**config.mk**
```make
export PLATFORM = sky130hd
export DESIGN_NAME = rv_exec_top
export DESIGN_NICKNAME = d
export VERILOG_FILES = /design/src/rtl/rv_isa_pkg.sv /design/src/rtl/rv_exec_pkg.sv /design/src/rtl/rv_decoder.sv /design/src/rtl/rv_regfile.sv /design/src/rtl/rv_alu.sv /design/src/rtl/rv_wb_stage.sv /design/src/rtl/rv_exec_top.sv
export SDC_FILE = /design/constraint.sdc
export NUM_CORES = 2
export LEC_CHECK = 0
export BUFFER_PORTS_ARGS = -buffer_cell sky130_fd_sc_hd__buf_2
export CAP_MARGIN = 30
export CELL_PAD_IN_SITES_DETAIL_PLACEMENT = 1
export CELL_PAD_IN_SITES_GLOBAL_PLACEMENT = 1
export CORE_MARGIN = 4
export CORE_UTILIZATION = 55
export CTS_BUF_LIST = sky130_fd_sc_hd__clkbuf_8 sky130_fd_sc_hd__clkbuf_16
export CTS_CLUSTER_DIAMETER = 150
export DETAILED_ROUTE_END_ITERATION = 6
export HOLD_SLACK_MARGIN = 0.12
export PLACE_DENSITY = 0.79
export SYNTH_ARGS = -nofsm -noshare
export SYNTH_HDL_FRONTEND = slang
export SYNTH_SLANG_ARGS = --single-unit
```
**constraint.sdc**
```tcl
create_clock -name clk -period 8.13 [get_ports clk]
set_input_delay 2.0325 -clock clk [delete_from_list [all_inputs] [get_ports clk]]
set_output_delay 2.0325 -clock clk [all_outputs]
set_load 0.1 [all_outputs]
```
**src/rtl/rv_isa_pkg.sv**
```systemverilog
// rv32i base encodings only; no compressed, multiply or csr fields are described here
package rv_isa_pkg;

    // architectural widths
    localparam int unsigned xlen    = 32;  // data path width
    localparam int unsigned reg_num = 32;  // x0..x31, x0 hardwired

    typedef logic [4:0]      reg_addr_t;  // register index
    typedef logic [xlen-1:0] word_t;      // register / alu data
    typedef logic [31:0]     instr_t;     // raw instruction word
    typedef logic [4:0]      shamt_t;     // shift amount, low bits of operand b

    // major opcodes, instr[6:0]
    localparam logic [6:0] opc_op     = 7'b0110011;  // register-register
    localparam logic [6:0] opc_op_imm = 7'b0010011;  // register-immediate
    localparam logic [6:0] opc_lui    = 7'b0110111;  // load upper immediate

    // funct3, instr[14:12]; shared by op and op-imm
    localparam logic [2:0] f3_add_sub = 3'b000;  // add/sub, addi
    localparam logic [2:0] f3_sll     = 3'b001;
    localparam logic [2:0] f3_slt     = 3'b010;
    localparam logic [2:0] f3_sltu    = 3'b011;
    localparam logic [2:0] f3_xor     = 3'b100;
    localparam logic [2:0] f3_srl_sra = 3'b101;  // funct7 picks logic or arith
    localparam logic [2:0] f3_or      = 3'b110;
    localparam logic [2:0] f3_and     = 3'b111;

    // funct7, instr[31:25]
    localparam logic [6:0] f7_base = 7'b0000000;  // add, srl and friends
    localparam logic [6:0] f7_alt  = 7'b0100000;  // sub, sra

    // field positions, for reference when slicing
    // rd     = instr[11:7]
    // rs1    = instr[19:15]
    // rs2    = instr[24:20]
    // imm_i  = instr[31:20], sign extended
    // imm_u  = instr[31:12], low 12 bits zero
    // shamt  = instr[24:20] on op-imm shifts

endpackage

```
**src/rtl/rv_exec_pkg.sv**
```systemverilog
// implementation types of the execute slice; depends on rv_isa_pkg being compiled first
package rv_exec_pkg;

    import rv_isa_pkg::*;

    // alu operation, 4 bits leaves room for more ops
    typedef enum logic [3:0] {
        alu_add,
        alu_sub,
        alu_sll,
        alu_slt,   // signed compare
        alu_sltu,  // unsigned compare
        alu_xor,
        alu_srl,
        alu_sra,
        alu_or,
        alu_and
    } alu_op_e;

    // decoded control for one instruction, valid in the execute cycle
    typedef struct packed {
        reg_addr_t rs1;
        reg_addr_t rs2;
        reg_addr_t rd;
        alu_op_e   alu_op;
        logic      use_imm;  // imm replaces rs2 as operand b
        logic      is_lui;   // imm is the result, alu bypassed
        logic      we;       // legal and strobed
        word_t     imm;      // sign-extended i or u immediate
    } ex_ctrl_t;

    // writeback bundle, also the regfile write port
    typedef struct packed {
        logic      valid;
        reg_addr_t rd;
        word_t     data;
    } wb_t;

    typedef logic [31:0] instret_t;  // retired count, wraps after 2^32

endpackage

```
**src/rtl/rv_decoder.sv**
```systemverilog
// pure combinational decode of op, op-imm and lui; every other opcode is reported illegal
module rv_decoder
    import rv_isa_pkg::*, rv_exec_pkg::*;
(
    input  logic     instr_valid_i,  // one strobe per instruction
    input  instr_t   instr_i,
    output ex_ctrl_t ctrl_o,
    output logic     illegal_o       // valid word we cannot execute
);

    logic [6:0] opcode;
    logic [2:0] funct3;
    logic [6:0] funct7;
    word_t      imm_i;  // sign-extended i-type
    word_t      imm_u;  // u-type with low bits zero
    logic       legal;

    assign opcode = instr_i[6:0];
    assign funct3 = instr_i[14:12];
    assign funct7 = instr_i[31:25];
    assign imm_i  = {{20{instr_i[31]}}, instr_i[31:20]};
    assign imm_u  = {instr_i[31:12], 12'b0};

    // funct3 to alu op; alt selects sub / sra on the shared encodings
    function automatic alu_op_e f3_to_op(logic [2:0] f3, logic alt);
        alu_op_e op;
        case (f3)
            f3_add_sub: op = alt ? alu_sub : alu_add;
            f3_sll:     op = alu_sll;
            f3_slt:     op = alu_slt;
            f3_sltu:    op = alu_sltu;
            f3_xor:     op = alu_xor;
            f3_srl_sra: op = alt ? alu_sra : alu_srl;
            f3_or:      op = alu_or;
            f3_and:     op = alu_and;
        endcase
        return op;
    endfunction

    always_comb begin
        ctrl_o         = '0;
        ctrl_o.rs1     = instr_i[19:15];
        ctrl_o.rs2     = instr_i[24:20];
        ctrl_o.rd      = instr_i[11:7];
        ctrl_o.alu_op  = alu_add;
        ctrl_o.imm     = imm_i;  // shamt sits in imm[4:0] for shifts
        legal          = 1'b0;
        case (opcode)
            opc_op: begin
                ctrl_o.alu_op = f3_to_op(funct3, funct7 == f7_alt);
                // alt only exists for sub and sra
                legal = (funct7 == f7_base) ||
                        ((funct7 == f7_alt) && ((funct3 == f3_add_sub) ||
                                                (funct3 == f3_srl_sra)));
            end
            opc_op_imm: begin
                ctrl_o.use_imm = 1'b1;
                // no subi so alt only matters for srai
                ctrl_o.alu_op  = f3_to_op(funct3,
                                          (funct3 == f3_srl_sra) && (funct7 == f7_alt));
                if (funct3 == f3_sll) begin
                    legal = (funct7 == f7_base);
                end else if (funct3 == f3_srl_sra) begin
                    legal = (funct7 == f7_base) || (funct7 == f7_alt);
                end else begin
                    legal = 1'b1;  // upper bits are immediate
                end
            end
            opc_lui: begin
                ctrl_o.is_lui = 1'b1;
                ctrl_o.imm    = imm_u;
                legal         = 1'b1;
            end
            default: legal = 1'b0;
        endcase
        ctrl_o.we = instr_valid_i && legal;  // rd of x0 still retires
        illegal_o = instr_valid_i && !legal;
    end

endmodule

```
**src/rtl/rv_regfile.sv**
```systemverilog
// 2r1w register file whose reset clears all entries; writes land on the clock edge after wb_i
module rv_regfile
    import rv_isa_pkg::*, rv_exec_pkg::*;
(
    input  logic      clk,
    input  logic      arst_n_i,
    input  wb_t       wb_i,      // write port from the writeback stage
    input  reg_addr_t raddr1_i,
    input  reg_addr_t raddr2_i,
    output word_t     rdata1_o,
    output word_t     rdata2_o
);

    word_t regs [reg_num];  // entry 0 kept but never written

    always_ff @(posedge clk or negedge arst_n_i) begin
        if (!arst_n_i) begin
            for (int i = 0; i < reg_num; i++) begin
                regs[i] <= '0;
            end
        end else if (wb_i.valid && (wb_i.rd != '0)) begin
            regs[wb_i.rd] <= wb_i.data;  // x0 writes dropped
        end
    end

    // x0 wins over the pending write, which wins over storage
    function automatic word_t fwd_read(reg_addr_t addr, word_t stored, wb_t wb);
        word_t data;
        if (addr == '0) begin
            data = '0;
        end else if (wb.valid && (wb.rd == addr)) begin
            data = wb.data;  // same-cycle writeback
        end else begin
            data = stored;
        end
        return data;
    endfunction

    assign rdata1_o = fwd_read(raddr1_i, regs[raddr1_i], wb_i);
    assign rdata2_o = fwd_read(raddr2_i, regs[raddr2_i], wb_i);

    // a valid write must name a known register and carry known data
    a_wb_known: assert property (
        @(posedge clk) disable iff (!arst_n_i)
        wb_i.valid |-> !$isunknown({wb_i.rd, wb_i.data})
    ) else $error("regfile: valid writeback with unknown rd or data");

endmodule

```
**src/rtl/rv_alu.sv**
```systemverilog
// combinational rv32i integer alu; shifts take b[4:0], upper bits of b ignored
module rv_alu
    import rv_isa_pkg::*, rv_exec_pkg::*;
(
    input  alu_op_e op_i,
    input  word_t   a_i,       // rs1
    input  word_t   b_i,       // rs2 or immediate, muxed outside
    output word_t   result_o
);

    shamt_t shamt;

    assign shamt = b_i[4:0];

    always_comb begin
        case (op_i)
            alu_add:  result_o = a_i + b_i;  // wraps, no overflow flag
            alu_sub:  result_o = a_i - b_i;
            alu_sll:  result_o = a_i << shamt;
            alu_slt:  result_o = word_t'($signed(a_i) < $signed(b_i));
            alu_sltu: result_o = word_t'(a_i < b_i);
            alu_xor:  result_o = a_i ^ b_i;
            alu_srl:  result_o = a_i >> shamt;
            alu_sra:  result_o = word_t'($signed(a_i) >>> shamt);  // sign fill
            alu_or:   result_o = a_i | b_i;
            alu_and:  result_o = a_i & b_i;
            default:  result_o = '0;  // unused enum codes
        endcase
    end

endmodule

```
**src/rtl/rv_wb_stage.sv**
```systemverilog
// one register stage after execute; no stall input, every cycle is captured
module rv_wb_stage
    import rv_isa_pkg::*, rv_exec_pkg::*;
(
    input  logic     clk,
    input  logic     arst_n_i,
    input  ex_ctrl_t ctrl_i,
    input  logic     illegal_i,
    input  word_t    alu_result_i,
    output wb_t      wb_o,
    output logic     illegal_o,    // one-cycle pulse, wb_o.valid low with it
    output instret_t instret_o
);

    word_t wb_data;

    assign wb_data = ctrl_i.is_lui ? ctrl_i.imm : alu_result_i;  // lui skips alu

    always_ff @(posedge clk or negedge arst_n_i) begin
        if (!arst_n_i) begin
            wb_o      <= '0;
            illegal_o <= 1'b0;
            instret_o <= '0;
        end else begin
            wb_o.valid <= ctrl_i.we;
            wb_o.rd    <= ctrl_i.rd;
            wb_o.data  <= wb_data;
            illegal_o  <= illegal_i;
            if (ctrl_i.we) begin
                instret_o <= instret_o + 1'b1;  // counts with the writeback edge
            end
        end
    end

    a_no_wrap: assert property (
        @(posedge clk) disable iff (!arst_n_i) wb_o.valid |-> (instret_o != '0)
    ) else $error("wb_stage: retire counter wrapped");

endmodule

```
**src/rtl/rv_exec_top.sv**
```systemverilog
// execute slice top; no handshake, so the issuer may strobe an instruction every cycle
module rv_exec_top
    import rv_isa_pkg::*, rv_exec_pkg::*;
(
    input  logic     clk,
    input  logic     arst_n_i,
    input  logic     instr_valid_i,
    input  instr_t   instr_i,
    output wb_t      wb_o,           // also drives the regfile write port
    output logic     illegal_o,
    output instret_t instret_o
);

    ex_ctrl_t ctrl;
    logic     illegal;     // execute-cycle flag, registered in wb stage
    word_t    rs1_data;
    word_t    rs2_data;
    word_t    alu_result;

    rv_decoder u_decoder (
        .instr_valid_i (instr_valid_i),
        .instr_i       (instr_i),
        .ctrl_o        (ctrl),
        .illegal_o     (illegal)
    );

    rv_regfile u_regfile (
        .clk      (clk),
        .arst_n_i (arst_n_i),
        .wb_i     (wb_o),      // forwarded to reads in the same cycle
        .raddr1_i (ctrl.rs1),
        .raddr2_i (ctrl.rs2),
        .rdata1_o (rs1_data),
        .rdata2_o (rs2_data)
    );

    rv_alu u_alu (
        .op_i     (ctrl.alu_op),
        .a_i      (rs1_data),
        .b_i      (ctrl.use_imm ? ctrl.imm : rs2_data),  // operand b select
        .result_o (alu_result)
    );

    rv_wb_stage u_wb_stage (
        .clk          (clk),
        .arst_n_i     (arst_n_i),
        .ctrl_i       (ctrl),
        .illegal_i    (illegal),
        .alu_result_i (alu_result),
        .wb_o         (wb_o),
        .illegal_o    (illegal_o),
        .instret_o    (instret_o)
    );

endmodule

```
# == Word level (Yosys, flattened, before mapping) ==
# Index checks and enable logic that the tools add are counted.
# classes
n_bitwise,6
reduce_logical,18
n_mux,29
eq_ne,22
magnitude_cmp,6
addsub,3
shift,3
# ops
cell,count
1024-bit bitwise mux,1
32-bit 2-to-1 mux,11
32-bit binary-select mux with 5-bit select,2
32-bit one-hot mux with 10 select lines,1
32-bit demux with 5-bit select,1
32-bit less-than comparator,2
4-bit one-hot mux with 8 select lines,2
"32-bit by 1-bit adder with 32-bit output, second input constant",1
32-bit adder,1
32-bit bitwise AND,1
32-bit OR,1
32-bit by 5-bit << shifter with 32-bit output,1
32-bit by 5-bit right shift with 32-bit output,1
32-bit by 5-bit >>> shifter with 32-bit output,1
32-bit subtractor,1
32-bit XOR,1
31-bit 2-to-1 mux,1
"7-bit by 6-bit == test with 1-bit output, second input constant",3
"6-bit >= comparator, second input constant",3
5-bit NOT with 6-bit output,3
"4-bit by 3-bit == test with 1-bit output, second input constant",4
"3-bit == test, second input constant",4
5-bit == test,2
5-bit zero test,2
other kinds (17),36
# totals
reg_bits,1095
output_inout_bits,71

# == Longest topological paths before layout ==
# depth
word_depth,10
mapped_depth,26
mapped_depth_nobuf,19

# == Cells and area by module ==
# Synthesis repeated with hierarchy kept, for this count alone.
# hier_totals
hier_cells,5421
area_unflattened_um2,67394.6
# modules_own_cells
module,n_inst,area_per_inst_um2,cells_each
rv_regfile,1,55169.2,3866
rv_alu,1,8196.6,1231
rv_wb_stage,1,2876.5,200
rv_decoder,1,608.1,88
rv_exec_top,1,544.3,36

# == Worst setup path after synthesis ==
# OpenSTA, ideal clock, no wires.
# synth_path
path_type,in2reg
startpoint,in instr_i[20]
endpoint,"reg, netlist name u_wb_stage.wb_o[31]"
n_path_buf,9
path_stages,25
t_arrival_ns,7.874
slack_ns,0.130
cell_sequence,buf_6 > buf_6 > buf_6 > buf_6 > buf_2 > clkbuf_1 > buf_2 > buf_2 > mux4_2 > mux4_2 > mux2i_1 > a211oi_1 > a21o_1 > ha_1 > clkbuf_1 > or4_1 > nor4_1 > o31ai_1 > a41oi_1 > a211oi_1 > o41ai_1 > o311ai_0 > mux2i_1 > nor2_1 > o32a_1
# synth_between
elab_chain_cells,10
# synth_rtl
item,line,rtl
"start, declared",rv_exec_top.sv:8,"input instr_t instr_i,"
5-bit NOT with 6-bit output (not written as such),rv_regfile.sv:40,"assign rdata2_o = fwd_read(raddr2_i, regs[raddr2_i], wb_i);"
32-bit binary-select mux with 5-bit select,rv_regfile.sv:40,
32-bit 2-to-1 mux (not written as such) (2 in a row),rv_regfile.sv:40,
32-bit 2-to-1 mux,rv_regfile.sv:31,end else if (wb.valid && (wb.rd == addr)) begin
32-bit 2-to-1 mux,rv_regfile.sv:29,if (addr == '0) begin
32-bit 2-to-1 mux *,rv_exec_top.sv:40,".b_i (ctrl.use_imm ? ctrl.imm : rs2_data),"
32-bit subtractor (tied with other cells),rv_alu.sv:18,alu_sub: result_o = a_i - b_i;
32-bit one-hot mux with 10 select lines *,rv_alu.sv:16,case (op_i)
32-bit 2-to-1 mux *,rv_wb_stage.sv:17,assign wb_data = ctrl_i.is_lui ? ctrl_i.imm : alu_result_i;
named net u_wb_stage.wb_data[31],rv_wb_stage.sv:15,word_t wb_data;
# The timed path passes the listed nets; every way through them passes the cells marked *. The select of a mux whose other input is x is not followed.
# A chain may end at the register's enable or synchronous reset.

# == Worst setup path in the final report ==
# layout_path
startpoint,in instr_i[16]
endpoint,"reg, netlist name u_wb_stage.wb_o[31]"
# layout_between
elab_chain_cells,9
# layout_rtl
item,line,rtl
5-bit NOT with 6-bit output (not written as such),rv_regfile.sv:39,"assign rdata1_o = fwd_read(raddr1_i, regs[raddr1_i], wb_i);"
32-bit binary-select mux with 5-bit select,rv_regfile.sv:39,
32-bit 2-to-1 mux (not written as such) (2 in a row),rv_regfile.sv:39,
32-bit 2-to-1 mux,rv_regfile.sv:31,
32-bit 2-to-1 mux,rv_regfile.sv:29,
32-bit subtractor (tied with other cells),rv_alu.sv:18,
32-bit one-hot mux with 10 select lines *,rv_alu.sv:16,
32-bit 2-to-1 mux *,rv_wb_stage.sv:17,
named net u_wb_stage.wb_data[31],rv_wb_stage.sv:15,
# Marks and branches as above.

==> results.md <==
* Outcome: finished clean
* Antenna violations before repair at 8
* Multi-input logic area at ~37000 µm²
* Synth Register Bits at ~1100
* Die Ht at 356.8 µm
* Post-Syn Area per Cell at between 10 and 15 µm²
* Via count at roughly 52000
* GPL Wtd Cong at between 1 and 1.5
* DP Area at 70160 µm²
* Mapped Cells at approximately 5300
* Maxcap violations at 0
* Post-route ant nets at 0
* FF/Latch Area at 27400 µm²
* Fmax at around 130 MHz
* Multiplexer area fraction after synthesis at 0.3902
* RR Startpoint: u_wb_stage.wb_o[35]
* Syn_nets at approximately 5400
* Synth area leaders: dfrtp_1 (41%), mux2_2 (17%), mux4_2 (16%), mux2i_1 (5.4%), ha_1 (1.9%)
* Total track usage at 0.4301
* R2r worst-path depth at 22
* CTS Buf Count at 116
* Die Wd at ~360 µm
* DIE AREA at 127300 µm²
* H-tree depth at 3
* Metal2 WL at 124.0 mm
* # hold bufs at CTS at 0
* Routed WL at approximately 280 mm
* CTS tree: built
* Leakage at around 35 nW
* Worst setup path class: input port to register
* Capture point of the worst reg-to-reg path: u_wb_stage.wb_o[30]
* Fraction of layout instances using a drive strength above 1 at 0.4139
* Clk Latency, worst-skew pair at approximately 0.8 ns
* Final setup violation count at 0
* Vias in the first global route at between 50000 and 60000
* Skew final at slightly above 0.08 ns
* Sequential fraction of the synthesis area at 0.4094
* Syn Std Cell Area at 66920 µm²
* Main combinational cell family by area after synthesis: multiplexers
* Unique masters post-synth at between 90 and 100
* First-pass GRT wire length at approximately 400 mm
* Gr ovfl total at 0
* RSZ-0062 raised after global routing: no
* Worst hold path type: register to register
* Post-synth top area share at 0.4094
* Total core area at 120400 µm²
* Peak VDD IR at approximately 210 µV
* Ys flop type: dfrtp_1
* Crit-path max cell delay at between 0.9 and 1 ns
* Postcts setup bufs at 0
* Placed cells at roughly 6800
* DR WL met3 at just under 30 mm
* Top layer in use: met5
* CP Max Fanout at 33
* CTS-repair resized insts at 0
* CP arrival at ~8.4 ns
* Post-Synth Simple-Gate Area at 0.05431
* Clock transition at the registers of the reported paths at 0.06 ns
* # DRC at 0
* Slew Limit Fails at 0
* Hpwl dp at 175.5 mm
* Vias per inst at between 7 and 8
* Synth warn at 0
* IO buf count at about 110
* Reg-to-reg slack, setup at 1.48 ns
* Met1 WL at 101.0 mm
* Drt initial violations at roughly 6700
* Largest net degree at the start of global routing at between 150 and 200
* Post-Synth Adder-Cell Area at 0.01929
* Critical Path Start Type: input port
* Worst Hold Launch: u_regfile.regs[1014]
* Cell Rows at roughly 130
* Worst hold slack at ~0.40 ns
* Drt first pass iters at 6
* Final non-filler cell total at between 6000 and 7000
* Initial Utilization at 0.5556
* Post-synth EDFFs at 0
* Worst-Margin Slew at 1.134 ns
* Cell taking the most area after synthesis: dfrtp_1
* Synth Area in Compound Gates at 0.07854
* Tmin final at just under 8 ns
* Power density over the cells at about 180 nW/µm²
* WHS Endpoint: u_regfile.regs[1014]
* CTS sink cnt at ~1100
* Crit-path cells: clkbuf_8 -> buf_12 -> buf_4 -> mux4_2 -> and2_1 -> a211oi_1 -> nor4_1 -> a32oi_1 -> buf_4 -> inv_1 -> ha_1 -> or4_1 -> nor4_1 -> buf_4 -> o31ai_1 -> a41oi_1 -> a211oi_1 -> o41ai_1 -> buf_4 -> o311ai_0 -> mux2i_1 -> nor2_1 -> o32a_1
* Xor and xnor area share after synthesis at 0.006936
* I/O pin total at 106
* Final instance area at 74350 µm²
* CP required at 8.73 ns
* Wirelength per Cell at about 39 µm
* Final #Nets at 5411
* Tcrit/Tclk final at 0.9556
* CP max-delay cell: nor4_1
* Filler cells at 11580
* CTS Buffer Depth at 3
* P&R area growth vs syn at 11.10%
* Final Hold Fails at 0
* Hold Path Cell Cnt at 0
* Max transition margin at 0.2373
* CP dominant cell by count: buf_4
* Clk root buf: clkbuf_16
* CP Capture Type: register
* Post-synthesis async set-or-reset flop share at 1.000
## final cells by class
cell class / count / share of cell area
Antenna cell: 3 / 0.0001010
Clock buffer: 151 / 0.04552
Clock inverter: 62 / 0.009676
Inverter: 110 / 0.005587
Multi-Input combinational cell: 3529 / 0.4975
Sequential cell: 1095 / 0.3685
Tap cell: 1612 / 0.02713
Timing Repair Buffer: 422 / 0.04592
## report_power, final
| group | internal [mW] | leakage, nW | total [mW] | switching [mW] |
|---|---|---|---|---|
| Clock | 3.31 | 2.10 | 5.76 | 2.46 |
| Combinational | 0.575 | 17.6 | 2.02 | 1.44 |
| Sequential | 5.49 | 15.2 | 5.53 | 0.0414 |
| Total | 9.37 | 34.9 | 13.3 | 3.94 |
## layer usage
metal | vias up | GRT usage
met5 | - | 0
met4 | 6 | 0.2807
met3 | 1165 | 0.1258
met2 | 3619 | 0.6524
met1 | 27590 | 0.5408
li1 | 20090 | -
## flip-flops by register name, summed over array words and instances, names as in the netlist
signal,cells
u_wb_stage.illegal_o,1
u_wb_stage.wb_o,38
u_wb_stage.instret_o,32
u_regfile.regs,1024
## metrics by stage
stage	power, mW	util	setup TNS [ns]	setup WS (ns)
floorplan	6.774	-	0	0.1303
global placement	7.535	0.5817	-0.2059	-0.2038
detailed placement	7.556	0.5825	-0.1765	-0.09832
CTS	13.26	0.6165	0	0.5984
global route	13.64	0.6172	0	0.3055
finish	13.31	0.6173	0	0.3610
## how the worst max path moves through the flow
stage | from | end | slack [ns] | depth (start not counted)
6_report | instr_i[16] | u_wb_stage.wb_o[31] | 0.36 | 23
5_1_grt | instr_i[20] | u_wb_stage.wb_o[0] | 0.31 | 22
4_1_cts | instr_i[16] | u_wb_stage.wb_o[31] | 0.60 | 23
3_5_place_dp | instr_i[16] | u_wb_stage.wb_o[31] | -0.1 | 23
3_3_place_gp | instr_i[24] | u_wb_stage.wb_o[31] | -0.20 | 22
2_1_floorplan | instr_i[20] | u_wb_stage.wb_o[31] | 0.13 | 25
## worst max-delay path, delay by kind of cell
family                   cells  cell delay (ns)
AO/OA/AOI/OAI                8             1.97
AND/OR/NAND/NOR              5             2.08
buffers and inverters        7             1.61
multiplexers                 2             0.40
adder cells (fa/ha/maj)      1             0.24
## kinds of logic after synthesis
family / Yosys count
compound gates: 740
xor+xnor: 53
fa+ha+maj: 102
buf+inv: 626
flops: 1095
mux: 1871
simple gates: 763
## Yosys cell counts, types with 25 or more instances
master / number
a211oi_1: 62
a21oi_1: 138
a22oi_1: 112
and3_1: 25
buf_1: 62
buf_2: 84
buf_4: 25
buf_6: 27
clkbuf_1: 317
dfrtp_1: 1095
ha_1: 100
inv_1: 98
mux2_2: 1024
mux2i_1: 359
mux4_2: 481
nand2_1: 179
nand3_1: 61
nor2_1: 250
nor2b_1: 26
nor3_1: 60
o211ai_1: 25
o21ai_0: 94
o22ai_1: 34
xnor2_1: 33
## cell usage in the layout, fill, tap and decap left out, drive strengths merged, types with 100 or more instances in the layout
cell type and count:
mux2i 359, dfrtp 1095, buf 421, a21oi 138
inv 130, o21ai 103, mux2 1026, nand2 180
nor2 251, clkbuf 152, ha 100, a22oi 114
mux4 486
No activity file was read; power rests on OpenSTA's default activity.
